`config.mk`:
```
export PLATFORM = sky130hd
export DESIGN_NAME = matrix_ctrl
export DESIGN_NICKNAME = d
export VERILOG_FILES = /design/src/design/mat_pkg.sv /design/src/design/btn_edge.sv /design/src/design/shape_ledger.sv /design/src/design/calc_sequencer.sv /design/src/design/matrix_ctrl.sv
export SDC_FILE = /design/constraint.sdc
export NUM_CORES = 2
export LEC_CHECK = 0
export BUFFER_PORTS_ARGS = -buffer_cell sky130_fd_sc_hd__buf_2
export CAP_MARGIN = 20
export CORE_MARGIN = 2
export CORE_UTILIZATION = 50
export CTS_CLUSTER_DIAMETER = 80
export DETAILED_ROUTE_END_ITERATION = 7
export GPL_ROUTABILITY_DRIVEN = 0
export GPL_TIMING_DRIVEN = 1
export PLACE_DENSITY_LB_ADDON = 0.1
export SYNTH_ARGS = -nofsm -noshare
export SYNTH_HDL_FRONTEND = slang
export SYNTH_SLANG_ARGS = --single-unit
```
`constraint.sdc`:
```
create_clock -name clk -period 40 [get_ports clk]
set_input_delay 8 -clock clk [delete_from_list [all_inputs] [get_ports clk]]
set_output_delay 8 -clock clk [all_outputs]
set_load 0.02 [all_outputs]
```
`src/design/mat_pkg.sv`:
```
`default_nettype none

package mat_pkg;

    localparam int DIM_W  = 4;  // one dimension, 1..15
    localparam int ADDR_W = 9;  // matrix memory word address
    localparam int CNT_W  = 2;  // stored copies per shape, saturates at 2

    typedef struct packed {
        logic [DIM_W-1:0] m;
        logic [DIM_W-1:0] n;
    } shape_t;

    typedef enum logic [2:0] {
        OP_TRANSPOSE = 3'd0,
        OP_ADD       = 3'd1,
        OP_SCALE     = 3'd2,
        OP_MATMUL    = 3'd3
    } op_t;

    typedef struct packed {
        logic [ADDR_W-1:0] addr;
        shape_t            shape;
    } operand_t;

    // command word for the arithmetic core
    typedef struct packed {
        op_t              op;
        operand_t         op1;
        operand_t         op2;
        operand_t         res;
        logic [DIM_W-1:0] scalar;
    } calc_cmd_t;

    typedef enum logic [1:0] {
        TASK_STORE = 2'd0,  // full matrix for storage
        TASK_QUERY = 2'd1,  // shape only
        TASK_INDEX = 2'd2   // operand index
    } input_task_t;

    // ledger answer for one query shape
    typedef struct packed {
        logic              found;
        logic [CNT_W-1:0]  count;
        logic [ADDR_W-1:0] start;
        logic [ADDR_W-1:0] wr_addr;
    } lut_hit_t;

endpackage

`default_nettype wire

```
`src/design/btn_edge.sv`:
```
`default_nettype none

module btn_edge #(
    parameter int DEBOUNCE_CYCLES = 250000
) (
    input  wire  clk,
    input  wire  rst_n,
    input  wire  i_btn,
    output logic o_press
);

    localparam int CTR_W = $clog2(DEBOUNCE_CYCLES + 1);

    logic [1:0]       sync;
    logic [CTR_W-1:0] stable_cnt;
    logic             level;  // filtered button level

    always_ff @(posedge clk or negedge rst_n) begin
        if (!rst_n) begin
            sync       <= 2'b00;
            stable_cnt <= '0;
            level      <= 1'b0;
            o_press    <= 1'b0;
        end else begin
            sync    <= {sync[0], i_btn};
            o_press <= 1'b0;
            if (sync[1] == level) begin
                stable_cnt <= '0;  // bounce, start over
            end else if (stable_cnt == CTR_W'(DEBOUNCE_CYCLES - 1)) begin
                stable_cnt <= '0;
                level      <= sync[1];
                o_press    <= sync[1];  // rising edge of filtered level
            end else begin
                stable_cnt <= stable_cnt + 1'b1;
            end
        end
    end

endmodule

`default_nettype wire

```
`src/design/shape_ledger.sv`:
```
`default_nettype none

module shape_ledger #(
    parameter int MAX_TYPES = 25
) (
    input  wire                  clk,
    input  wire                  rst_n,
    input  wire mat_pkg::shape_t i_query,
    output mat_pkg::lut_hit_t    o_hit,
    input  wire                  i_alloc,
    input  wire                  i_rollback,
    input  wire                  i_commit,
    output logic [4:0]           o_types_count,
    output logic [7:0]           o_total_count
);

    import mat_pkg::*;

    localparam int IDX_W = $clog2(MAX_TYPES);

    shape_t            tbl_shape [MAX_TYPES];
    logic [ADDR_W-1:0] tbl_start [MAX_TYPES];
    logic              tbl_tog   [MAX_TYPES];  // which half gets the next write
    logic [CNT_W-1:0]  tbl_cnt   [MAX_TYPES];
    logic [ADDR_W-1:0] free_ptr;

    logic              hit;
    logic [IDX_W-1:0]  hit_idx;
    logic [ADDR_W-1:0] size;
    logic              do_alloc;
    logic              full;

    // undo record of the last allocation
    logic              bk_valid;
    logic              bk_new;
    logic [IDX_W-1:0]  bk_idx;
    logic [CNT_W-1:0]  bk_cnt;
    logic [ADDR_W-1:0] bk_ptr;

    assign size     = ADDR_W'(i_query.m) * ADDR_W'(i_query.n);
    assign do_alloc = i_alloc | i_commit;  // commit allocates the result shape
    assign full     = (o_types_count == 5'(MAX_TYPES));

    // ============================================================
    // lookup
    // ============================================================
    always_comb begin
        hit     = 1'b0;
        hit_idx = '0;
        for (int i = 0; i < MAX_TYPES; i++) begin
            if (i < int'(o_types_count) && tbl_shape[i] == i_query) begin
                hit     = 1'b1;
                hit_idx = IDX_W'(i);
            end
        end
    end

    always_comb begin
        o_hit.found = hit;
        o_hit.count = tbl_cnt[hit_idx];
        o_hit.start = tbl_start[hit_idx];
        if (!hit)
            o_hit.wr_addr = free_ptr;
        else if (tbl_tog[hit_idx])
            o_hit.wr_addr = tbl_start[hit_idx] + size;
        else
            o_hit.wr_addr = tbl_start[hit_idx];
    end

    // ============================================================
    // allocation and rollback
    // ============================================================
    always_ff @(posedge clk or negedge rst_n) begin
        if (!rst_n) begin
            o_types_count <= '0;
            free_ptr      <= '0;
            bk_valid      <= 1'b0;
            for (int i = 0; i < MAX_TYPES; i++)
                tbl_cnt[i] <= '0;
        end else if (do_alloc) begin
            bk_valid <= hit || !full;
            if (hit) begin
                if (tbl_cnt[hit_idx] != CNT_W'(2))
                    tbl_cnt[hit_idx] <= tbl_cnt[hit_idx] + 1'b1;
            end else if (!full) begin
                tbl_cnt[o_types_count] <= CNT_W'(1);
                free_ptr               <= free_ptr + (size << 1);  // two slots per type
                o_types_count          <= o_types_count + 1'b1;
            end
        end else if (i_rollback && bk_valid) begin
            bk_valid <= 1'b0;
            if (bk_new) begin
                o_types_count <= o_types_count - 1'b1;
                free_ptr      <= bk_ptr;
            end else begin
                tbl_cnt[bk_idx] <= bk_cnt;
            end
        end
    end

    always_ff @(posedge clk) begin
        if (do_alloc) begin
            bk_new <= !hit;
            bk_idx <= hit_idx;
            bk_cnt <= tbl_cnt[hit_idx];
            bk_ptr <= free_ptr;
            if (hit) begin
                tbl_tog[hit_idx] <= ~tbl_tog[hit_idx];
            end else if (!full) begin
                tbl_shape[o_types_count] <= i_query;
                tbl_start[o_types_count] <= free_ptr;
                tbl_tog[o_types_count]   <= 1'b1;
            end
        end else if (i_rollback && bk_valid && !bk_new) begin
            tbl_tog[bk_idx] <= ~tbl_tog[bk_idx];
        end
    end

    always_comb begin
        o_total_count = '0;
        for (int i = 0; i < MAX_TYPES; i++) begin
            if (i < int'(o_types_count))
                o_total_count = o_total_count + 8'(tbl_cnt[i]);
        end
    end

endmodule

`default_nettype wire

```
`src/design/calc_sequencer.sv`:
```
`default_nettype none

module calc_sequencer (
    input  wire                          clk,
    input  wire                          rst_n,
    input  wire                          i_confirm,
    input  wire                          i_retry,
    input  wire                          i_menu,
    input  wire [7:0]                    i_sw,
    input  wire                          i_dims_valid,
    input  wire mat_pkg::shape_t         i_dim,
    input  wire                          i_rx_done,
    input  wire                          i_error_flag,
    input  wire [mat_pkg::CNT_W-1:0]     i_id,
    input  wire                          i_id_valid,
    input  wire                          i_calc_done,
    input  wire mat_pkg::lut_hit_t       i_hit,
    output mat_pkg::shape_t              o_query,
    output logic                         o_alloc,
    output logic                         o_rollback,
    output logic                         o_commit,
    output logic                         o_en_input,
    output mat_pkg::input_task_t         o_input_task,
    output logic                         o_addr_ready,
    output logic [mat_pkg::ADDR_W-1:0]   o_base_addr,
    output logic                         o_start_calc,
    output mat_pkg::calc_cmd_t           o_calc_cmd,
    output logic                         o_logic_error,
    output logic [7:0]                   o_led
);

    import mat_pkg::*;

    typedef enum logic [3:0] {
        S_IDLE, S_INPUT, S_SEL_OP, S_GET_DIM, S_GET_ID,
        S_GET_SCALAR, S_CHECK, S_EXEC, S_BUSY, S_WAIT
    } state_t;

    state_t            state;
    state_t            last_mode;   // target of retry
    logic              stage;       // 0 first operand, 1 second
    logic              alloc_busy;
    shape_t            dim_q;
    logic [ADDR_W-1:0] cur_start;
    logic [CNT_W-1:0]  cur_cnt;
    logic [ADDR_W-1:0] cur_size;
    operand_t          pick;
    shape_t            res_shape;
    logic              legal;

    // ============================================================
    // operand address, result shape, legality
    // ============================================================
    assign cur_size = ADDR_W'(dim_q.m) * ADDR_W'(dim_q.n);

    always_comb begin
        pick.shape = dim_q;
        pick.addr  = cur_start + ADDR_W'(i_id - 1'b1) * cur_size;
    end

    always_comb begin
        case (o_calc_cmd.op)
            OP_TRANSPOSE: res_shape = '{m: o_calc_cmd.op1.shape.n, n: o_calc_cmd.op1.shape.m};
            OP_MATMUL:    res_shape = '{m: o_calc_cmd.op1.shape.m, n: o_calc_cmd.op2.shape.n};
            default:      res_shape = o_calc_cmd.op1.shape;
        endcase
    end

    always_comb begin
        case (o_calc_cmd.op)
            OP_ADD:    legal = (o_calc_cmd.op1.shape == o_calc_cmd.op2.shape);
            OP_MATMUL: legal = (o_calc_cmd.op1.shape.n == o_calc_cmd.op2.shape.m);
            default:   legal = 1'b1;
        endcase
    end

    // alloc strobe lags i_dims_valid by one cycle, so hold the shape
    always_comb begin
        if (o_alloc)
            o_query = dim_q;
        else if (state == S_INPUT || state == S_GET_DIM)
            o_query = i_dim;
        else
            o_query = res_shape;
    end

    // ============================================================
    // mode FSM
    // ============================================================
    always_ff @(posedge clk or negedge rst_n) begin
        if (!rst_n) begin
            state         <= S_IDLE;
            last_mode     <= S_INPUT;
            stage         <= 1'b0;
            alloc_busy    <= 1'b0;
            dim_q         <= '0;
            cur_start     <= '0;
            cur_cnt       <= '0;
            o_alloc       <= 1'b0;
            o_rollback    <= 1'b0;
            o_commit      <= 1'b0;
            o_en_input    <= 1'b0;
            o_input_task  <= TASK_STORE;
            o_addr_ready  <= 1'b0;
            o_base_addr   <= '0;
            o_start_calc  <= 1'b0;
            o_calc_cmd    <= '0;
            o_logic_error <= 1'b0;
            o_led         <= 8'h01;
        end else begin
            o_alloc      <= 1'b0;
            o_rollback   <= 1'b0;
            o_commit     <= 1'b0;
            o_addr_ready <= 1'b0;
            o_start_calc <= 1'b0;
            if (state != S_IDLE && i_menu) begin
                state <= S_IDLE;
            end else begin
                case (state)
                    S_IDLE: begin
                        o_en_input    <= 1'b0;
                        o_logic_error <= 1'b0;
                        o_led         <= 8'h01;
                        alloc_busy    <= 1'b0;
                        if (i_confirm && i_sw[1:0] == 2'b00) begin
                            state        <= S_INPUT;
                            last_mode    <= S_INPUT;
                            o_en_input   <= 1'b1;
                            o_input_task <= TASK_STORE;
                            o_led        <= 8'h02;
                        end else if (i_confirm && i_sw[1:0] == 2'b10) begin
                            state     <= S_SEL_OP;
                            last_mode <= S_SEL_OP;
                            o_led     <= 8'h08;
                        end
                    end

                    S_INPUT: begin
                        if (i_rx_done) begin
                            state      <= S_WAIT;
                            o_en_input <= 1'b0;
                            alloc_busy <= 1'b0;
                            o_led      <= 8'h80;
                        end else if (i_error_flag) begin
                            o_led <= 8'hFF;
                            if (alloc_busy) begin
                                o_rollback <= 1'b1;  // give the slot back
                                alloc_busy <= 1'b0;
                            end
                        end else if (i_dims_valid && !alloc_busy) begin
                            dim_q        <= i_dim;
                            o_base_addr  <= i_hit.wr_addr;
                            o_addr_ready <= 1'b1;
                            o_alloc      <= 1'b1;
                            alloc_busy   <= 1'b1;
                            o_led        <= 8'h02;
                        end
                    end

                    S_SEL_OP: begin
                        if (i_confirm && !i_sw[7]) begin  // codes 4..7 not ops
                            o_calc_cmd.op     <= op_t'(i_sw[7:5]);
                            o_calc_cmd.op2    <= '0;
                            o_calc_cmd.scalar <= '0;
                            stage             <= 1'b0;
                            o_logic_error     <= 1'b0;
                            o_en_input        <= 1'b1;
                            o_input_task      <= TASK_QUERY;
                            state             <= S_GET_DIM;
                        end
                    end

                    S_GET_DIM: begin
                        if (i_dims_valid) begin
                            if (i_hit.found && i_hit.count != '0) begin
                                dim_q        <= i_dim;
                                cur_start    <= i_hit.start;
                                cur_cnt      <= i_hit.count;
                                o_input_task <= TASK_INDEX;
                                state        <= S_GET_ID;
                            end else begin
                                o_logic_error <= 1'b1;  // shape not stored
                                o_led         <= 8'hFF;
                            end
                        end
                    end

                    S_GET_ID: begin
                        if (i_id_valid && i_id != '0 && i_id <= cur_cnt) begin
                            o_logic_error <= 1'b0;
                            o_led         <= 8'h08;
                            if (!stage)
                                o_calc_cmd.op1 <= pick;
                            else
                                o_calc_cmd.op2 <= pick;
                            if (!stage && (o_calc_cmd.op == OP_ADD
                                           || o_calc_cmd.op == OP_MATMUL)) begin
                                stage        <= 1'b1;
                                o_input_task <= TASK_QUERY;
                                state        <= S_GET_DIM;
                            end else begin
                                o_en_input <= 1'b0;
                                state      <= (o_calc_cmd.op == OP_SCALE) ? S_GET_SCALAR
                                                                          : S_CHECK;
                            end
                        end else if (i_id_valid) begin
                            o_logic_error <= 1'b1;
                            o_led         <= 8'hFF;
                        end
                    end

                    S_GET_SCALAR: begin
                        o_led <= {4'h0, i_sw[7:4]};
                        if (i_confirm) begin
                            o_calc_cmd.scalar <= i_sw[7:4];
                            state             <= S_CHECK;
                        end
                    end

                    S_CHECK: begin
                        if (legal) begin
                            state <= S_EXEC;
                        end else begin
                            o_logic_error <= 1'b1;
                            o_led         <= 8'hFF;
                            stage         <= 1'b0;
                            o_en_input    <= 1'b1;
                            o_input_task  <= TASK_QUERY;
                            state         <= S_GET_DIM;
                        end
                    end

                    S_EXEC: begin
                        o_calc_cmd.res <= '{addr: i_hit.wr_addr, shape: res_shape};
                        o_start_calc   <= 1'b1;
                        state          <= S_BUSY;
                    end

                    S_BUSY: begin
                        if (i_calc_done) begin
                            o_commit <= 1'b1;  // ledger takes the result
                            o_led    <= 8'h80;
                            state    <= S_WAIT;
                        end
                    end

                    S_WAIT: begin
                        if (i_confirm) begin
                            state <= S_IDLE;
                        end else if (i_retry) begin
                            state <= last_mode;
                            if (last_mode == S_INPUT) begin
                                o_en_input   <= 1'b1;
                                o_input_task <= TASK_STORE;
                                o_led        <= 8'h02;
                            end else begin
                                o_led <= 8'h08;
                            end
                        end
                    end

                    default: state <= S_IDLE;
                endcase
            end
        end
    end

endmodule

`default_nettype wire

```
`src/design/matrix_ctrl.sv`:
```
`default_nettype none

module matrix_ctrl #(
    parameter int MAX_TYPES       = 25,
    parameter int DEBOUNCE_CYCLES = 250000
) (
    input  wire                          clk,
    input  wire                          rst_n,
    input  wire [2:0]                    i_btn,   // confirm, retry, menu
    input  wire [7:0]                    i_sw,
    input  wire                          i_dims_valid,
    input  wire mat_pkg::shape_t         i_dim,
    input  wire                          i_rx_done,
    input  wire                          i_error_flag,
    input  wire [mat_pkg::CNT_W-1:0]     i_id,
    input  wire                          i_id_valid,
    input  wire                          i_calc_done,
    output logic                         o_en_input,
    output mat_pkg::input_task_t         o_input_task,
    output logic                         o_addr_ready,
    output logic [mat_pkg::ADDR_W-1:0]   o_base_addr,
    output logic                         o_start_calc,
    output mat_pkg::calc_cmd_t           o_calc_cmd,
    output logic                         o_logic_error,
    output logic [7:0]                   o_led,
    output logic [4:0]                   o_types_count,
    output logic [7:0]                   o_total_count
);

    import mat_pkg::*;

    logic [2:0] press;
    shape_t     query;
    lut_hit_t   hit;
    logic       alloc;
    logic       rollback;
    logic       commit;

    for (genvar b = 0; b < 3; b++) begin : g_btn
        btn_edge #(
            .DEBOUNCE_CYCLES(DEBOUNCE_CYCLES)
        ) u_btn (
            .clk     (clk),
            .rst_n   (rst_n),
            .i_btn   (i_btn[b]),
            .o_press (press[b])
        );
    end

    shape_ledger #(
        .MAX_TYPES(MAX_TYPES)
    ) u_ledger (
        .clk           (clk),
        .rst_n         (rst_n),
        .i_query       (query),
        .o_hit         (hit),
        .i_alloc       (alloc),
        .i_rollback    (rollback),
        .i_commit      (commit),
        .o_types_count (o_types_count),
        .o_total_count (o_total_count)
    );

    calc_sequencer u_seq (
        .clk           (clk),
        .rst_n         (rst_n),
        .i_confirm     (press[0]),
        .i_retry       (press[1]),
        .i_menu        (press[2]),
        .i_sw          (i_sw),
        .i_dims_valid  (i_dims_valid),
        .i_dim         (i_dim),
        .i_rx_done     (i_rx_done),
        .i_error_flag  (i_error_flag),
        .i_id          (i_id),
        .i_id_valid    (i_id_valid),
        .i_calc_done   (i_calc_done),
        .i_hit         (hit),
        .o_query       (query),
        .o_alloc       (alloc),
        .o_rollback    (rollback),
        .o_commit      (commit),
        .o_en_input    (o_en_input),
        .o_input_task  (o_input_task),
        .o_addr_ready  (o_addr_ready),
        .o_base_addr   (o_base_addr),
        .o_start_calc  (o_start_calc),
        .o_calc_cmd    (o_calc_cmd),
        .o_logic_error (o_logic_error),
        .o_led         (o_led)
    );

endmodule

`default_nettype wire

```
==> results.py <==
metrics = {
    "outcome": {
        "status": "finished clean",
    },
    "worst_setup_path": {
        "worstSetupPathType": "reg2out",
        "required_ps": 32000,
        "max_stage_delay_ps": 690,
        "setup.worst_path.end_class": "output port",
        "arrival_ps": 23490,
        "cp_common_cell": "fa_1",
        "cp_max_fo": 21,
        "critPathSlowestCell": "nor2_1",
        "worstSetupStartpointType": "flop",
    },
    "synth": {
        "ys.flop_type": "edfxtp_1",
        "synth_top_area_frac": 0.347,
        "avgSynthCellArea_sq_um": 10.6,
        "synth_largest_area_cell": "edfxtp_1",
        "yosys.cell_types.count": 103,
        "syn-cell-area_sq_mm": 0.0404,
        "synth_cells": 3825,
        "synth_fp_nets": 4029,
        "synthTopCellsByCount": "edfxtp_1, nor2_1, nand2_1, dfrtp_1, xnor2_1",
        "synth_edf_count": 467,
        "synth-seq-area-share": 0.498,
        "synthArstFlopShare": 0.336,
        "ys_ff_latch": 711,
        "synth_area_leaders": "edfxtp_1, dfrtp_1, xnor2_1",
        "yosys_warnings": 0,
        "yosysMostFrequentCell": "edfxtp_1",
    },
    "clock_network": {
        "tritoncts": "yes",
        "cts_setup_buffers": 0,
        "clk_pin_slew_worst_paths_ps": 60,
        "clkLatencyLatePin_ps": 630,
        "cts_buffer_depth": 3,
        "clockRootBuffer": "clkbuf_16",
        "numCtsBuffers": 79,
        "cts.sinks": 711,
        "ctsResizeCount": 0,
        "cts_max_level": 3,
        "cts_hold_buf": 0,
    },
    "final_layout": {
        "final_util": 0.560,
        "areaGrowthSynthToFinish_pct": 11.3,
        "nFillCells": 6942,
        "drive_gt1_frac": 0.125,
        "instances_no_fill": 5071,
        "fin_nets": 4150,
    },
    "timing": {
        "slew-limit-headroom": 0.217,
        "setup_viol": 0,
        "post-route-period-util": 0.787,
        "tns_ps": 0,
        "grt_setup_unrepaired": "no",
        "finalClockSkew_ps": 28.8,
        "fmax_mhz": 31.8,
        "hold_viol": 0,
        "layout_min_cycle_time_ps": 31490,
        "worst_pin_slew_ps": 1170,
        "fin_ws_ps": 8510,
        "slew_violations": 0,
    },
    "run": {
        "maxCapViolations": 0,
    },
    "routing": {
        "vias_per_cell": 6.10,
        "drc": 0,
        "wire_per_inst_microns": 24.3,
        "dr.pass1.iters": 7,
        "vias": 30900,
        "drt-initial-drc-count": 3322,
        "ant_nets": 0,
        "totalWireLength_microns": 123000,
    },
    "die": {
        "die_h_microns": 288,
        "die_w_microns": 288,
        "initial_core_util": 0.503,
        "dieArea_sq_mm": 0.0831,
        "row_count": 104,
        "core_region_area_sq_mm": 0.0803,
        "io_pins": 122,
    },
    "place": {
        "dp_slack_ps": 9190,
        "dp_cells": 4923,
        "io_buffers": 119,
        "hpwl_microns": 85200,
    },
    "global_route": {
        "grt_usage": 0.294,
        "grt_pass1_vias": 29200,
        "grt_max_degree": 81,
        "grt_pass1_wl_microns": 184000,
        "grt.overflow.total": 0,
        "antenna_found_initial": 4,
    },
    "hold_path": {
        "hold_path_class": "reg2reg",
    },
}
[per-layer routing]
| layer | track usage | wire (microns) | part of all wire | up-vias |
|---|---|---|---|---|
| met3 | 0.0568 | 10200 | 0.083 | 241 |
| met5 | 0 | 36 | 0.00029 | - |
| li1 | - | - | - | 14200 |
| met4 | 0.0946 | 3610 | 0.029 | 6 |
| met1 | 0.426 | 55100 | 0.45 | 15200 |
| met2 | 0.445 | 54300 | 0.44 | 1271 |
[worst max-delay path: cells and delay by family, from the launching register on]
family                     cells  cell delay, ps
adders and majority gates     26           11760
and+or+nand+nor               22            3960
AOI/OAI and AO/OA             15            3050
buffers and inverters         20            1980
muxes                          7            1750
DFF                            1             360
[cell families (layout without fill, tap and decap cells)]
group / count (synthesis) / after routing / synth area share
adders and majority gates: 182 / 182 / 0.0668
AOI/OAI and AO/OA: 830 / 830 / 0.137
buffers and inverters: 371 / 555 / 0.0350
DFF: 711 / 711 / 0.498
muxes: 103 / 103 / 0.0298
and+or+nand+nor: 1277 / 1277 / 0.152
xor gates and xnor gates: 351 / 351 / 0.0813
other: 0 / 2 / 0
[placed cells by master (no fill, tap or decap), types with 45 or more instances in the layout]
master	Yosys	layout
nand4_1	45	45
dfrtp_1	237	237
ha_1	118	118
nand3_1	112	112
edfxtp_1	467	467
fa_1	58	58
xnor2_1	215	215
buf_2	4	118
clkbuf_16	0	81
o21ai_0	167	167
inv_1	194	194
a31oi_1	56	56
nor2_1	384	361
nor3_1	78	78
a21oi_1	213	211
xor2_1	122	122
buf_4	2	89
mux2_2	57	57
nand2_1	325	325
[state kept, by name (all words and copies together) (netlist names), 5 cells and up, named ones only]
register                count
u_ledger.tbl_cnt           50
u_ledger.bk_idx             5
u_seq.dim_q                 8
g_btn.u_btn.sync            6
u_ledger.free_ptr           9
u_seq.cur_start             9
u_ledger.tbl_tog           25
u_ledger.tbl_shape        200
g_btn.u_btn.stable_cnt     54
u_seq.o_led                 6
u_seq.o_base_addr           9
u_ledger.tbl_start        225
u_seq.o_calc_cmd           58
u_ledger.o_types_count      5
u_ledger.bk_ptr             9
[stage by stage]
stage               hold WS, ps  instance area [sq um]
finish                      342                  45000
global route                354                  45000
detailed placement          336                  42500
CTS                         346                  44900
floorplan                   331                  40400
global placement            334                  42500
[cell type report]
cell class,count,area [sq um],area share
flip-flops and latches,711,20100,0.447
diodes,2,5.00,0.000111
clock inverters,38,293,0.00651
well taps,1060,1330,0.0295
inverters,201,754,0.0168
clock buffers,106,2160,0.0480
repair buffers,210,1320,0.0293
multi-input cells,2743,19000,0.423
[worst paths after layout]
kind                                                  startpoint                                endpoint  slack [ps]  depth (start not counted)
max                        u_ledger.o_types_count[1]$_DFFE_PN0P_                        o_total_count[7]        8510                         90
min                             g_btn[1].u_btn.sync[0]$_DFF_PN0_        g_btn[1].u_btn.sync[1]$_DFF_PN0_         340                          0
max reg2reg                           u_seq.state[3]$_DFFE_PN0P_        u_seq.o_calc_cmd[20]$_DFFE_PN0P_       29690                         32
min reg2reg                     g_btn[1].u_btn.sync[0]$_DFF_PN0_        g_btn[1].u_btn.sync[1]$_DFF_PN0_         340                          0
max in group asynchronous                                  rst_n        u_seq.o_calc_cmd[17]$_DFFE_PN0P_       30880                          3
min in group asynchronous                                  rst_n  g_btn[0].u_btn.stable_cnt[8]$_DFF_PN0_        7360                          1
Power is left out: the tool's default activity adds up to more than one toggle a clock period on the data nets, which glitch-free logic cannot reach.
